`config.mk`:
```
export PLATFORM = sky130hd
export DESIGN_NAME = fetch_top
export DESIGN_NICKNAME = d
export VERILOG_FILES = /design/src/rtl/fetch_pkg.sv /design/src/rtl/branch_predictor.sv /design/src/rtl/fetch_stage.sv /design/src/rtl/fetch_top.sv
export VERILOG_INCLUDE_DIRS = /design/src /design/src/rtl
export SDC_FILE = /design/constraint.sdc
export NUM_CORES = 1
export LEC_CHECK = 0
export BUFFER_PORTS_ARGS = -buffer_cell sky130_fd_sc_hd__buf_2
export CAP_MARGIN = 10
export CORE_ASPECT_RATIO = 0.6
export CORE_MARGIN = 2
export CORE_UTILIZATION = 25
export DETAILED_ROUTE_END_ITERATION = 8
export PLACE_DENSITY = 0.48
export SYNTH_ARGS = -nofsm -noshare
export SYNTH_HDL_FRONTEND = slang
export SYNTH_SLANG_ARGS = --single-unit
```
`constraint.sdc`:
```
create_clock -name clock -period 6.2 [get_ports clock]
set_clock_uncertainty 0.05 [all_clocks]
set_input_delay 1.24 -clock clock [delete_from_list [all_inputs] [get_ports clock]]
set_output_delay 1.24 -clock clock [all_outputs]
set_load 0.03 [all_outputs]
```
`src/rtl/fetch_macros.svh`:
```
////////////////////
// fetch front end sizing
// bus widths, transaction tags and predictor geometry
////////////////////

`ifndef FETCH_MACROS_SVH
`define FETCH_MACROS_SVH

// datapath
`define XLEN        32 // every address and pc
`define MEM_DATA_W  64 // one aligned bus read
`define MEM_TAG_W   4  // transaction number, zero is none

// branch target buffer
`define BTB_ENTRIES 16
`define BTB_INDEX_W 4  // pc bits just above the byte offset

`endif

```
`src/rtl/fetch_pkg.sv`:
```
////////////////////
// fetch front end types
// bus command, memory request and response, branch resolve
// and the packet handed to decode
////////////////////

`include "fetch_macros.svh"

package fetch_pkg;

	////////////////////
	// instruction memory bus
	////////////////////

	// fetch only ever drives none and load
	typedef enum logic [1:0] {
		bus_none  = 2'h0,
		bus_load  = 2'h1,
		bus_store = 2'h2
	} mem_command_t;

	typedef struct packed {
		mem_command_t      command;
		logic [`XLEN-1:0]  address; // 8 byte aligned
	} imem_request_t;

	typedef struct packed {
		logic [`MEM_TAG_W-1:0]  response; // number accepted this cycle, 0 = busy
		logic [`MEM_TAG_W-1:0]  tag;      // number whose data is on the bus now
		logic [`MEM_DATA_W-1:0] data;
	} imem_response_t;

	////////////////////
	// pipeline side
	////////////////////

	// resolution from execute, valid for one cycle
	typedef struct packed {
		logic              branch;     // instruction in execute is a branch
		logic              taken;
		logic              mispredict; // single cycle pulse
		logic [`XLEN-1:0]  pc;         // pc of the branch itself
		logic [`XLEN-1:0]  target;     // correct next pc, taken or not
	} branch_resolve_t;

	// fetch to decode
	typedef struct packed {
		logic              valid;
		logic [31:0]       inst;
		logic [`XLEN-1:0]  pc;
		logic [`XLEN-1:0]  npc;            // pc + 4
		logic              predict_taken;
		logic [`XLEN-1:0]  predict_target;
	} fetch_packet_t;

endpackage

```
`src/rtl/branch_predictor.sv`:
```
////////////////////
// branch predictor
// direct mapped btb with a 2 bit saturating counter per entry,
// looked up by fetch pc, trained by execute
////////////////////

`timescale 1ns/1ns

`include "fetch_macros.svh"

module branch_predictor (
	input  logic                      clock,
	input  logic                      reset,
	input  logic [`XLEN-1:0]          pc,             // fetch pc
	input  fetch_pkg::branch_resolve_t resolve,       // update from execute
	output logic                      predict_taken,
	output logic [`XLEN-1:0]          predict_target
);

	// tag is whatever is left above index and byte offset
	localparam int TAG_W = `XLEN - `BTB_INDEX_W - 2;

	////////////////////
	// storage
	////////////////////

	logic [`BTB_ENTRIES-1:0] entry_valid;              // cleared by reset
	logic [TAG_W-1:0]        entry_tag    [`BTB_ENTRIES];
	logic [`XLEN-1:0]        entry_target [`BTB_ENTRIES];
	logic [1:0]              entry_count  [`BTB_ENTRIES]; // 2 and up predicts taken

	// lookup side
	logic [`BTB_INDEX_W-1:0] rd_index;
	logic [TAG_W-1:0]        rd_tag;
	logic                    rd_hit;

	// update side
	logic [`BTB_INDEX_W-1:0] wr_index;
	logic [TAG_W-1:0]        wr_tag;
	logic                    wr_hit;      // resolved branch already has an entry
	logic                    wr_allocate; // taken miss, claim the entry
	logic                    wr_update;   // train an existing entry
	logic [1:0]              wr_count;    // counter value to write back

	////////////////////
	// lookup
	////////////////////

	assign rd_index = pc[`BTB_INDEX_W+1:2];
	assign rd_tag   = pc[`XLEN-1:`BTB_INDEX_W+2];

	assign rd_hit = entry_valid[rd_index] && (entry_tag[rd_index] == rd_tag);

	// purely combinational so a same cycle update is not visible yet
	assign predict_taken  = rd_hit && entry_count[rd_index][1];
	assign predict_target = entry_target[rd_index]; // only meaningful with predict_taken

	////////////////////
	// update
	////////////////////

	assign wr_index = resolve.pc[`BTB_INDEX_W+1:2];
	assign wr_tag   = resolve.pc[`XLEN-1:`BTB_INDEX_W+2];

	assign wr_hit = entry_valid[wr_index] && (entry_tag[wr_index] == wr_tag);

	assign wr_allocate = resolve.branch && resolve.taken && !wr_hit;
	assign wr_update   = resolve.branch && wr_hit; // not taken miss does nothing

	// saturating counter step
	always_comb begin
		wr_count = entry_count[wr_index];
		if (wr_allocate) begin
			wr_count = 2'd2; // weakly taken
		end else if (resolve.taken) begin
			if (wr_count != 2'd3) begin
				wr_count = wr_count + 2'd1;
			end
		end else begin
			if (wr_count != 2'd0) begin
				wr_count = wr_count - 2'd1;
			end
		end
	end

	// allocation marks the entry valid
	always_ff @(posedge clock or posedge reset) begin
		if (reset) begin
			entry_valid <= '0;
		end else if (wr_allocate) begin
			entry_valid[wr_index] <= 1'b1;
		end
	end

	// counter, target and tag of the indexed entry
	always_ff @(posedge clock) begin
		if (wr_allocate || wr_update) begin
			entry_count[wr_index] <= wr_count;
			if (resolve.taken) begin
				entry_target[wr_index] <= resolve.target; // refresh target on every taken
			end
			if (wr_allocate) begin
				entry_tag[wr_index] <= wr_tag;
			end
		end
	end

endmodule

```
`src/rtl/fetch_stage.sv`:
```
////////////////////
// instruction fetch stage
// keeps the pc, issues one tagged load at a time, waits for the
// matching tag and hands the selected word to decode
////////////////////

`timescale 1ns/1ns

`include "fetch_macros.svh"

module fetch_stage (
	input  logic                       clock,
	input  logic                       reset,
	input  logic                       enable,     // low = pipeline stalled
	input  logic                       mem_hazard, // shared port busy
	input  fetch_pkg::branch_resolve_t resolve,
	input  fetch_pkg::imem_response_t  imem_rsp,
	output fetch_pkg::imem_request_t   imem_req,
	output fetch_pkg::fetch_packet_t   packet
);

	// request FSM
	typedef enum logic {
		state_ready,    // free to issue a load
		state_mem_wait  // one load accepted, waiting for its tag
	} fetch_state_t;

	fetch_state_t state;
	fetch_state_t next_state;

	logic [`MEM_TAG_W-1:0] recorded;      // accepted transaction number, 0 = none
	logic [`MEM_TAG_W-1:0] next_recorded;

	logic [`XLEN-1:0] pc_reg;   // pc being fetched
	logic [`XLEN-1:0] pc_plus_4;
	logic [`XLEN-1:0] next_pc;

	logic pc_enable;   // stall lifted or redirect pending
	logic issue;       // bus_load goes out this cycle
	logic imem_ready;  // data for the recorded number is on the bus
	logic fetch_done;  // packet handed to decode this cycle

	logic             predict_taken;
	logic [`XLEN-1:0] predict_target;

	////////////////////
	// predictor
	////////////////////

	branch_predictor bp_i (
		.clock          (clock),
		.reset          (reset),
		.pc             (pc_reg),
		.resolve        (resolve),
		.predict_taken  (predict_taken),
		.predict_target (predict_target)
	);

	////////////////////
	// bus request
	////////////////////

	// a mispredict must get through a stall or it would be lost
	assign pc_enable = enable | resolve.mispredict;

	assign issue = (state == state_ready) && pc_enable && !mem_hazard;

	assign imem_req.command = issue ? fetch_pkg::bus_load : fetch_pkg::bus_none;
	assign imem_req.address = {pc_reg[`XLEN-1:3], 3'b000}; // aligned 64 bit read

	// tag match ends the fetch, number 0 never matches
	assign imem_ready = (recorded != '0) && (recorded == imem_rsp.tag);

	// data of a fetch being thrown away is not delivered
	assign fetch_done = imem_ready && !resolve.mispredict;

	always_comb begin
		next_state    = state;
		next_recorded = recorded;
		if (resolve.mispredict) begin
			// abandon whatever is pending, late data is ignored
			next_state    = state_ready;
			next_recorded = '0;
		end else begin
			case (state)
				state_ready: begin
					if (issue && (imem_rsp.response != '0)) begin // accepted
						next_state    = state_mem_wait;
						next_recorded = imem_rsp.response;
					end
					// refused: command repeats next cycle
				end
				state_mem_wait: begin
					if (imem_ready) begin
						next_state    = state_ready;
						next_recorded = '0;
					end
				end
				default: begin
					next_state    = state_ready;
					next_recorded = '0;
				end
			endcase
		end
	end

	always_ff @(posedge clock or posedge reset) begin
		if (reset) begin
			state    <= state_ready;
			recorded <= '0;
		end else begin
			state    <= next_state;
			recorded <= next_recorded;
		end
	end

	////////////////////
	// next pc
	////////////////////

	assign pc_plus_4 = pc_reg + `XLEN'd4;

	// mispredict target, then predicted target, then fall through
	always_comb begin
		next_pc = pc_plus_4;
		if (resolve.mispredict) begin
			next_pc = resolve.target;
		end else if (predict_taken) begin
			next_pc = predict_target;
		end
	end

	// a packet taken while stalled does not advance, it is fetched again
	always_ff @(posedge clock or posedge reset) begin
		if (reset) begin
			pc_reg <= '0;
		end else if ((pc_enable && fetch_done) || resolve.mispredict) begin
			pc_reg <= next_pc;
		end
	end

	////////////////////
	// packet to decode
	////////////////////

	always_comb begin
		packet.valid          = fetch_done;
		packet.inst           = pc_reg[2] ? imem_rsp.data[`MEM_DATA_W-1:32]
		                                  : imem_rsp.data[31:0]; // bit 2 picks the half
		packet.pc             = pc_reg;
		packet.npc            = pc_plus_4;
		packet.predict_taken  = predict_taken;
		packet.predict_target = predict_target;
	end

endmodule

```
`src/rtl/fetch_top.sv`:
```
////////////////////
// fetch front end top
// subsystem boundary for the rest of the pipeline
////////////////////

`timescale 1ns/1ns

module fetch_top (
	input  logic                       clock,
	input  logic                       reset,
	input  logic                       enable,     // pipeline stall, active low
	input  logic                       mem_hazard, // shared memory port in use
	input  fetch_pkg::branch_resolve_t resolve,    // from execute
	input  fetch_pkg::imem_response_t  imem_rsp,   // from instruction memory
	output fetch_pkg::imem_request_t   imem_req,   // to instruction memory
	output fetch_pkg::fetch_packet_t   packet      // to decode
);

	////////////////////
	// fetch stage
	////////////////////

	// predictor lives inside the stage, it only sees the fetch pc
	fetch_stage fetch_i (
		.clock      (clock),
		.reset      (reset),
		.enable     (enable),
		.mem_hazard (mem_hazard),
		.resolve    (resolve),
		.imem_rsp   (imem_rsp),
		.imem_req   (imem_req),
		.packet     (packet)
	);

endmodule

```
Word-level counts from Yosys, hierarchy flattened
Memory sizes are Yosys's and may differ from the RTL's.
Index checks and enable logic that the tools add are counted.
Word-level totals
  register bits: 53
  RAM bits: 960
  input port bits: 143
  output and inout port bits: 164
  word-level logic and storage cells: 74
  memories: 3
Operators by class
  add/subtract/negate cells: 3
  magnitude comparators: 3
  eq/ne operators: 6
  mux-type cells: 30
  bitwise operators: 3
  reduce and logical (&&, ||, !) cells: 22
Memories
  fetch_i.bp_i.entry_target: words 16, bits a word 32, rd ports 1, clocked after memory_dff 0, wr ports 1, line branch_predictor.sv:29  | logic [`XLEN-1:0] entry_target [`BTB_ENTRIES];
  fetch_i.bp_i.entry_tag: words 16, bits a word 26, rd ports 2, clocked after memory_dff 0, wr ports 1, line branch_predictor.sv:28  | logic [TAG_W-1:0] entry_tag [`BTB_ENTRIES];
  fetch_i.bp_i.entry_count: words 16, bits a word 2, rd ports 2, clocked after memory_dff 0, wr ports 1, line branch_predictor.sv:30  | logic [1:0] entry_count [`BTB_ENTRIES];
Operators with widths (count)
  32-bit two-way mux: 3
  26-bit == test: 2
  32-bit by 3-bit adder with 32-bit output (second input constant): 1
  16-bit bitwise OR: 1
  1-bit two-way mux: 15
  1-bit logical AND: 13
  4-bit two-way mux: 3
  4-bit by 5-bit less-than comparator with 1-bit output (second input constant): 2
  1-bit binary-select mux with 4-bit select: 2
  2-bit two-way mux: 4
  4-bit case mux with 2 select lines: 1
  4-bit nonzero test: 2
  3-bit inequality test (second input constant): 2
  1-bit demux with 4-bit select: 1
  4-bit == test: 1
  4-bit by 1-bit >= comparator with 1-bit output (second input constant): 1
  1-bit zero test: 3
  2-bit by 1-bit adder with 2-bit output (second input constant): 1
  1-bit logical OR: 2
  2-bit inequality test (second input constant): 1
  1-bit case mux with 2 select lines: 1
  2-bit AND reduction: 1
  2-bit nonzero test: 1
  2-bit by 1-bit subtractor with 2-bit output (second input constant): 1
  2 further kinds: 2

Longest topological paths before layout
Gate-level depths: netlist of the first run.
  depth in word-level cells: 8
  gate-level depth with buffers: 15
  depth with buffers taken out: 8

Cells and area by module
A second synthesis of the first run with hierarchy kept.
Unflattened totals
  cells, all modules: 2331
  area total of the unflattened synthesis: 44964.4 um^2
Modules (own cells, without submodules)
  branch_predictor: instances 1, cells each 1908, area an instance 41380.9 um^2, seq. area each 29228.0 um^2
  fetch_stage: instances 1, cells each 423, area an instance 3583.4 um^2, seq. area each 925.9 um^2

Worst setup path after synthesis of the first run
Ideal clock, no wire load.
  kind: input port to flip-flop
  from: input port resolve[36] (netlist name)
  to: memory fetch_i.bp_i.entry_tag[0][0] (netlist name) (enable)
  setup time: 0.386 ns
  arrival time: 5.574 ns
  setup slack: 0.191 ns
  stages on the path: 7
  path buffers: 3
  path through: clkbuf_1 buf_1 clkbuf_1 nor2_1 nand2_1 nor3_1 and2_1
On the way
  longest elaborated chain between the ends: 8
  elaborated cells on any way between the ends: 12
Ends and longest elaborated chain
  start, declared: line fetch_top.sv:13  | input fetch_pkg::branch_resolve_t resolve,
  memory read 16 x 26 bit / 1-bit binary-select mux with 4-bit select (equally long branches)
  26-bit == test / 1-bit two-way mux (equally long branches): line branch_predictor.sv:65  | assign wr_hit = entry_valid[wr_index] && (entry_tag[wr_index] == wr_tag);
  1-bit logical AND: line branch_predictor.sv:65
  1-bit zero test: line branch_predictor.sv:67  | assign wr_allocate = resolve.branch && resolve.taken && !wr_hit;
  1-bit logical AND: line branch_predictor.sv:67
  1-bit two-way mux / 1-bit logical OR (equally long branches): line branch_predictor.sv:102, branch_predictor.sv:97
  1-bit two-way mux: line branch_predictor.sv:97  | if (wr_allocate || wr_update) begin
  1-bit two-way mux (not written as such): line branch_predictor.sv:103  | entry_tag[wr_index] <= wr_tag;
  end, declared: line branch_predictor.sv:28
Parallel ways exist; a longest one is shown, timed or not. The select of a mux whose other input is x is not followed.

==> impl_metrics.toml, run 1 <==
[cells_and_area]
final_nets = 2962
reg_top3 = "fetch_i.bp_i.entry_target: 512 flops, fetch_i.bp_i.entry_tag: 416 flops"
final_util = 0.296
drive_gt1_frac = 0.382
nFillCells = 18000
final_common_cell = "edfxtp_1"
largest_reg_flops = 512
regMostFlops = "fetch_i.bp_i.entry_target"
layout_common_cells = "edfxtp_1, mux4_2, buf_2"
area_growth_pct = 17.9

[clocking]
cts_tree = "built"
clockBufferDepth = 3
cts_root_buf = "clkbuf_16"
cts_inserted_buffers = 94
h-tree-depth = 3
clkTransAtPathRegs_ns = 0.07
clock-sinks = 1013
clk-insertion-delay-late_ns = 0.72

[worst_setup_path]
crit_required_ns = 4.91
reg2reg_depth = 10
critPathKind = "register to output pin"
path_max_fanout = 26
cp.arrival_ns = 4.66
start_kind = "register"
critPathCaptureType = "output pin"

[synth]
yosysUniqueCellTypes = 76
syn_area_per_cell_um2 = 18.5
seq_area_frac_synth = 0.653
synth_top_family_by_area = "multiplexers"
synth-compound-area-share = 0.0292
synth_seq_cells = 1013
synth.area.mux_share = 0.225
synthCells = 2492
synthArstFlopShare = 0.0523
synth_simple_gate_area_frac = 0.0520
synth_xor_xnor_area_share = 0.0146
synthFlopType = "edfxtp_1"
synthAdderAreaFrac = 0.000271
synth_edf_count = 960
yosys_warnings = 0
syn_area_um2 = 46200

[placement]
place.gp.congestion = 0.909
port_buffers = 300
dp_hpwl_mm = 106

[floorplan]
rows = 122
die-area_um2 = 188000
floorplan.initialDensity = 0.251
fp.dieH_um = 337
die_w_um = 559
ios = 307
core_um2 = 184000

[power]
power_density_nw_per_um2 = 295
irDropWorstVdd_v = 0.000230
leakage_nw = 17.5

[detailed_routing]
via_count = 27300
wl_mm = 160
drt-initial-drc-count = 3736
ant_nets = 0
drt-vias-per-instance = 5.07
wire_per_inst_um = 29.7
first_pass_iters = 6
drc = 0

[grt]
grt_use_met1 = 0.254
grt_util_all_layers = 0.166
busiest_layer = "met1"
use_met3 = 0.0530
antenna_found_initial = 24
overflow = 0
grt_pass1_vias = 26200
use_met2 = 0.226
grt_max_degree = 87
grt_pass1_wl_mm = 219

[timing]
fin_crit_ns = 5.95
hold_viol_final = 0
fin_crit_sh = 0.959
fmax_mhz = 168
worst_pin_slew_ns = 1.07
finalSetupViolations = 0
rsz0062_at_grt = "false"
finalMaxSlewViolations = 0
relSlewSlack = 0.281
final.setup.tns_ns = 0

[status]
status = "complete, no violations"

[job]
cap_viol_max_count = 0

[min_path]
holdCritPathClass = "primary input to asynchronous set/reset pin"
[report_power, final]
group | leakage, nW | total, mW | switching (mW) | internal (mW)
sequential | 9.28 | 7.79 | 0.180 | 7.61
combinational | 6.74 | 2.37 | 1.47 | 0.896
clock | 1.48 | 5.92 | 2.72 | 3.20
[worst paths after layout]
check	from	to	slack [ns]
max	fetch_i.pc_reg[2]	packet[32]	0.25
min	reset	fetch_i.pc_reg[26]	0.45
max reg2reg	fetch_i.pc_reg[2]	fetch_i.pc_reg[29]	1.15
min reg2reg	fetch_i.bp_i.entry_valid[15]	fetch_i.bp_i.entry_valid[15]	0.45
max in group asynchronous	reset	fetch_i.pc_reg[5]	4.53
min in group clock	fetch_i.bp_i.entry_valid[15]	fetch_i.bp_i.entry_valid[15]	0.45
[per-stage QoR]
step	area (µm²)	power, mW	std cells	setup slack [ns]	hold slack (ns)
final	54500	16.1	5377	0.253	0.446
after global placement	51400	10.3	5202	0.674	0.423
after global routing	54400	16.6	5376	0.0460	0.434
after CTS	54400	16.2	5376	0.126	0.404
after detailed placement	51400	10.3	5202	0.685	0.427
after floorplan	46200	9.34	2495	0.191	0.399
[kinds of logic (layout without fill, tap and decap cells)]
| family | after synthesis | count (layout) |
|---|---|---|
| multiplexers | 532 | 532 |
| buffers and inverters | 227 | 628 |
| adder cells (fa/ha/maj) | 1 | 1 |
| XOR/XNOR | 77 | 77 |
| AO/OA/AOI/OAI | 196 | 196 |
| flip-flops | 1013 | 1013 |
| AND/OR/NAND/NOR | 445 | 445 |
| other | 1 | 5 |
[area by class of cell]
| class | count | area [µm²] | share of cell area |
|---|---|---|---|
| sequential | 1013 | 30200 | 0.554 |
| timing repair buffer | 438 | 3070 | 0.0563 |
| inverter | 16 | 62.6 | 0.00115 |
| antenna | 1 | 2.50 | 0.0000460 |
| multi-input combinational | 1255 | 15000 | 0.276 |
| clock buffer | 116 | 2490 | 0.0457 |
| clock inverter | 58 | 553 | 0.0102 |
| tap | 2480 | 3100 | 0.0570 |
[metal layers]
layer / share of wire / up-vias / wire, µm
met1: 0.47 / 14600 / 74800
li1: - / 11000 / -
met3: 0.11 / 190 / 17200
met2: 0.41 / 1490 / 64900
met5: 0.0015 / - / 241
met4: 0.014 / 4 / 2290
[worst max-delay path, stage by stage, from the launching register on]
cell,delay (ns)
dfrtp_4,0.68
buf_12,0.30
buf_12,0.27
mux4_2,0.53
mux2i_1,0.55
xnor2_1,0.33
a221oi_1,0.59
nand3_1,0.19
nor3_1,0.18
buf_2,0.27
[cells in the mapped netlist (all sizes together), types with 4 or more instances]
cell type  instances  area, µm²
a2111oi            4       35.0
o31ai             22        165
nor2b             19        119
buf              121        786
a22oi             13       97.6
o22ai             19        119
o41ai              5       43.8
nand3b             4       30.0
a22o               4       35.0
and2              47        294
a21oi             40        200
mux4             400       9010
nand4             36        225
or2               20        125
mux2              62        698
clkbuf            90        340
edfxtp           960      28800
nand2b            13       81.3
nor2             111        417
xnor2             59        517
o21ai             15       75.1
nor4              15        106
and3              37        231
xor2              18        158
mux2i             70        701
and4               7       61.3
or3                7       43.8
inv               14       52.6
nand2             57        214
o211ai             4       30.0
a31oi             30        188
dfrtp             53       1330
or4                6       45.0
nand3             31        155
nor3              20        100
[timing repair]
action                     4_1_cts  5_1_grt
setup buffers                    0        0
hold buffers                     0        0
hold endpoints to repair         0        0
setup endpoints to repair        0        1
resized for setup                0        3
Power figures use the tool's default switching activity.
==> run 2, diff against run 1 <==
--- a/config.mk
+++ b/config.mk
@@ -10,9 +10,9 @@
 export CAP_MARGIN = 10
 export CORE_ASPECT_RATIO = 0.6
 export CORE_MARGIN = 2
-export CORE_UTILIZATION = 25
+export CORE_UTILIZATION = 55
 export DETAILED_ROUTE_END_ITERATION = 8
-export PLACE_DENSITY = 0.48
+export PLACE_DENSITY = 0.81
 export SYNTH_ARGS = -nofsm -noshare
 export SYNTH_HDL_FRONTEND = slang
 export SYNTH_SLANG_ARGS = --single-unit
==> impl_metrics.toml, run 2 (synthesis gave the netlist of run 1 again) <==
[timing]
hold_viol_final = 0
worst_pin_slew_ns = 1.20
finalMaxSlewViolations = 0
final.setup.tns_ns = 0
fmax_mhz = 164
fin_crit_sh = 0.985
finalSetupViolations = 0
relSlewSlack = 0.200
rsz0062_at_grt = "false"
fin_crit_ns = 6.10

[detailed_routing]
wire_per_inst_um = 35.2
drt-vias-per-instance = 7.06
drt-initial-drc-count = 4905
first_pass_iters = 8
wl_mm = 140
ant_nets = 0
drc = 0
via_count = 28100

[placement]
post_dp_cell_area_um2 = 49100
port_buffers = 300
place.gp.congestion = 0.964
dp_hpwl_mm = 89.1
dp_cells = 3805

[cells_and_area]
largest_reg_flops = 512
fin_area_um2 = 52100
regMostFlops = "fetch_i.bp_i.entry_target"
final_nets = 2907
area_growth_pct = 12.7
final_common_cell = "edfxtp_1"
nFillCells = 5561
layout_common_cells = "edfxtp_1, mux4_2, buf_2"
reg_top3 = "fetch_i.bp_i.entry_target: 512 flops, fetch_i.bp_i.entry_tag: 416 flops"
drive_gt1_frac = 0.369
stdcell_count = 3972

[worst_setup_path]
max_stage_delay_ns = 0.86
start_kind = "register"
critPathCaptureType = "output pin"
r2r_setup_slack_ns = 1.31
path_max_fanout = 29
critPathLaunch = "fetch_i.pc_reg[4]"
crit_chain = "clkinv_2, mux2i_1, nor3_1, or4_1, nor4_2, nand3_1, nor3_1, buf_2"
reg2reg_depth = 8
crit_top_cell = "nor3_1"
crit_required_ns = 4.91
r2r_start = "fetch_i.pc_reg[4]"
critPathKind = "register to output pin"
slowest_stage = "clkinv_2"
cp.arrival_ns = 4.81

[power]
leakage_nw = 17.1
power_density_nw_per_um2 = 303
irDropWorstVdd_v = 0.000272

[grt]
overflow = 0
antenna_found_initial = 6
grt_pass1_vias = 27800
grt_util_all_layers = 0.324
grt_max_degree = 98
grt_pass1_wl_mm = 199

[clocking]
clockBufferDepth = 3
clkTransAtPathRegs_ns = 0.07
cts_inserted_buffers = 88
clk-insertion-delay-late_ns = 0.70
clock-sinks = 1013
ctsHoldBuffers = 0
cts_root_buf = "clkbuf_16"
cts_tree = "built"
h-tree-depth = 3

[job]
cap_viol_max_count = 0

[floorplan]
die_w_um = 378
rows = 82
ios = 307
fp.dieH_um = 228
core_um2 = 83300
die-area_um2 = 86400
floorplan.initialDensity = 0.554

[min_path]
holdCritPathClass = "register to register"
hold_depth = 1
worstHoldStart = "fetch_i.bp_i.entry_valid[12]"

[status]
status = "complete, no violations"
run 2: cell count changes in the layout (fill, tap and decap cells not counted), moves of 3 or more:
| cell | change |
|---|---|
| buf_12 | -17 |
| clkbuf_16 | -7 |
| inv_16 | +4 |
| buf_4 | -33 |
| inv_6 | -3 |
run 2: through the flow:
stage / util / power (mW) / hold slack (ns) / setup WS [ns]
6_report: 0.625 / 15.8 / 0.454 / 0.0960
5_1_grt: 0.625 / 16.1 / 0.461 / 0.0598
4_1_cts: 0.624 / 15.7 / 0.446 / 0.0150
3_5_place_dp: 0.589 / 10.2 / 0.430 / 0.480
3_3_place_gp: 0.589 / 10.1 / 0.416 / 0.574
2_1_floorplan: - / 9.34 / 0.399 / 0.191
run 2: worst paths after layout:
kind                                                 to
max in group asynchronous             fetch_i.pc_reg[5]
setup reg to reg                     fetch_i.pc_reg[27]
hold / removal             fetch_i.bp_i.entry_valid[12]
min in group asynchronous           fetch_i.recorded[2]
setup / recovery                             packet[32]
hold reg to reg            fetch_i.bp_i.entry_valid[12]
run 2: cell type report:
cell class	count	area (µm²)	area share
flip-flops and latches	1013	30200	0.580
repair buffers	389	2490	0.0478
clock inverters	57	633	0.0122
clock buffers	106	2290	0.0440
inverters	16	61.3	0.00118
multi-input cells	1255	15000	0.288
diodes	2	5.00	0.0000961
well taps	1134	1420	0.0273
run 2: timing repair:
item | in CTS | in global routing
hold endpoints to repair | 0 | 0
buffers inserted | 0 | 1
endpoints found under the setup margin | 0 | 1
resized for setup | 0 | 1
run 2: worst max-delay path: cells and delay by family (launching register included):
kind,cells,cell delay [ns]
flops,1,0.79
buf+inv,2,1.13
simple gates,5,1.56
mux,1,0.59
run 2: layer usage:
layer  GRT usage  part of all wire  vias to the layer above
met2       0.465              0.44                     2557
met3       0.123              0.17                      337
met5           0           0.00024                        -
li1            -                 -                    10900
met1       0.469              0.36                    14300
met4      0.0914             0.030                        8
run 2: power by group:
part	switching (mW)	internal, mW	total [mW]	leakage, nW
clock network	2.59	3.10	5.68	1.42
logic	1.41	0.874	2.29	6.43
registers	0.184	7.61	7.80	9.28
total	4.18	11.6	15.8	17.1
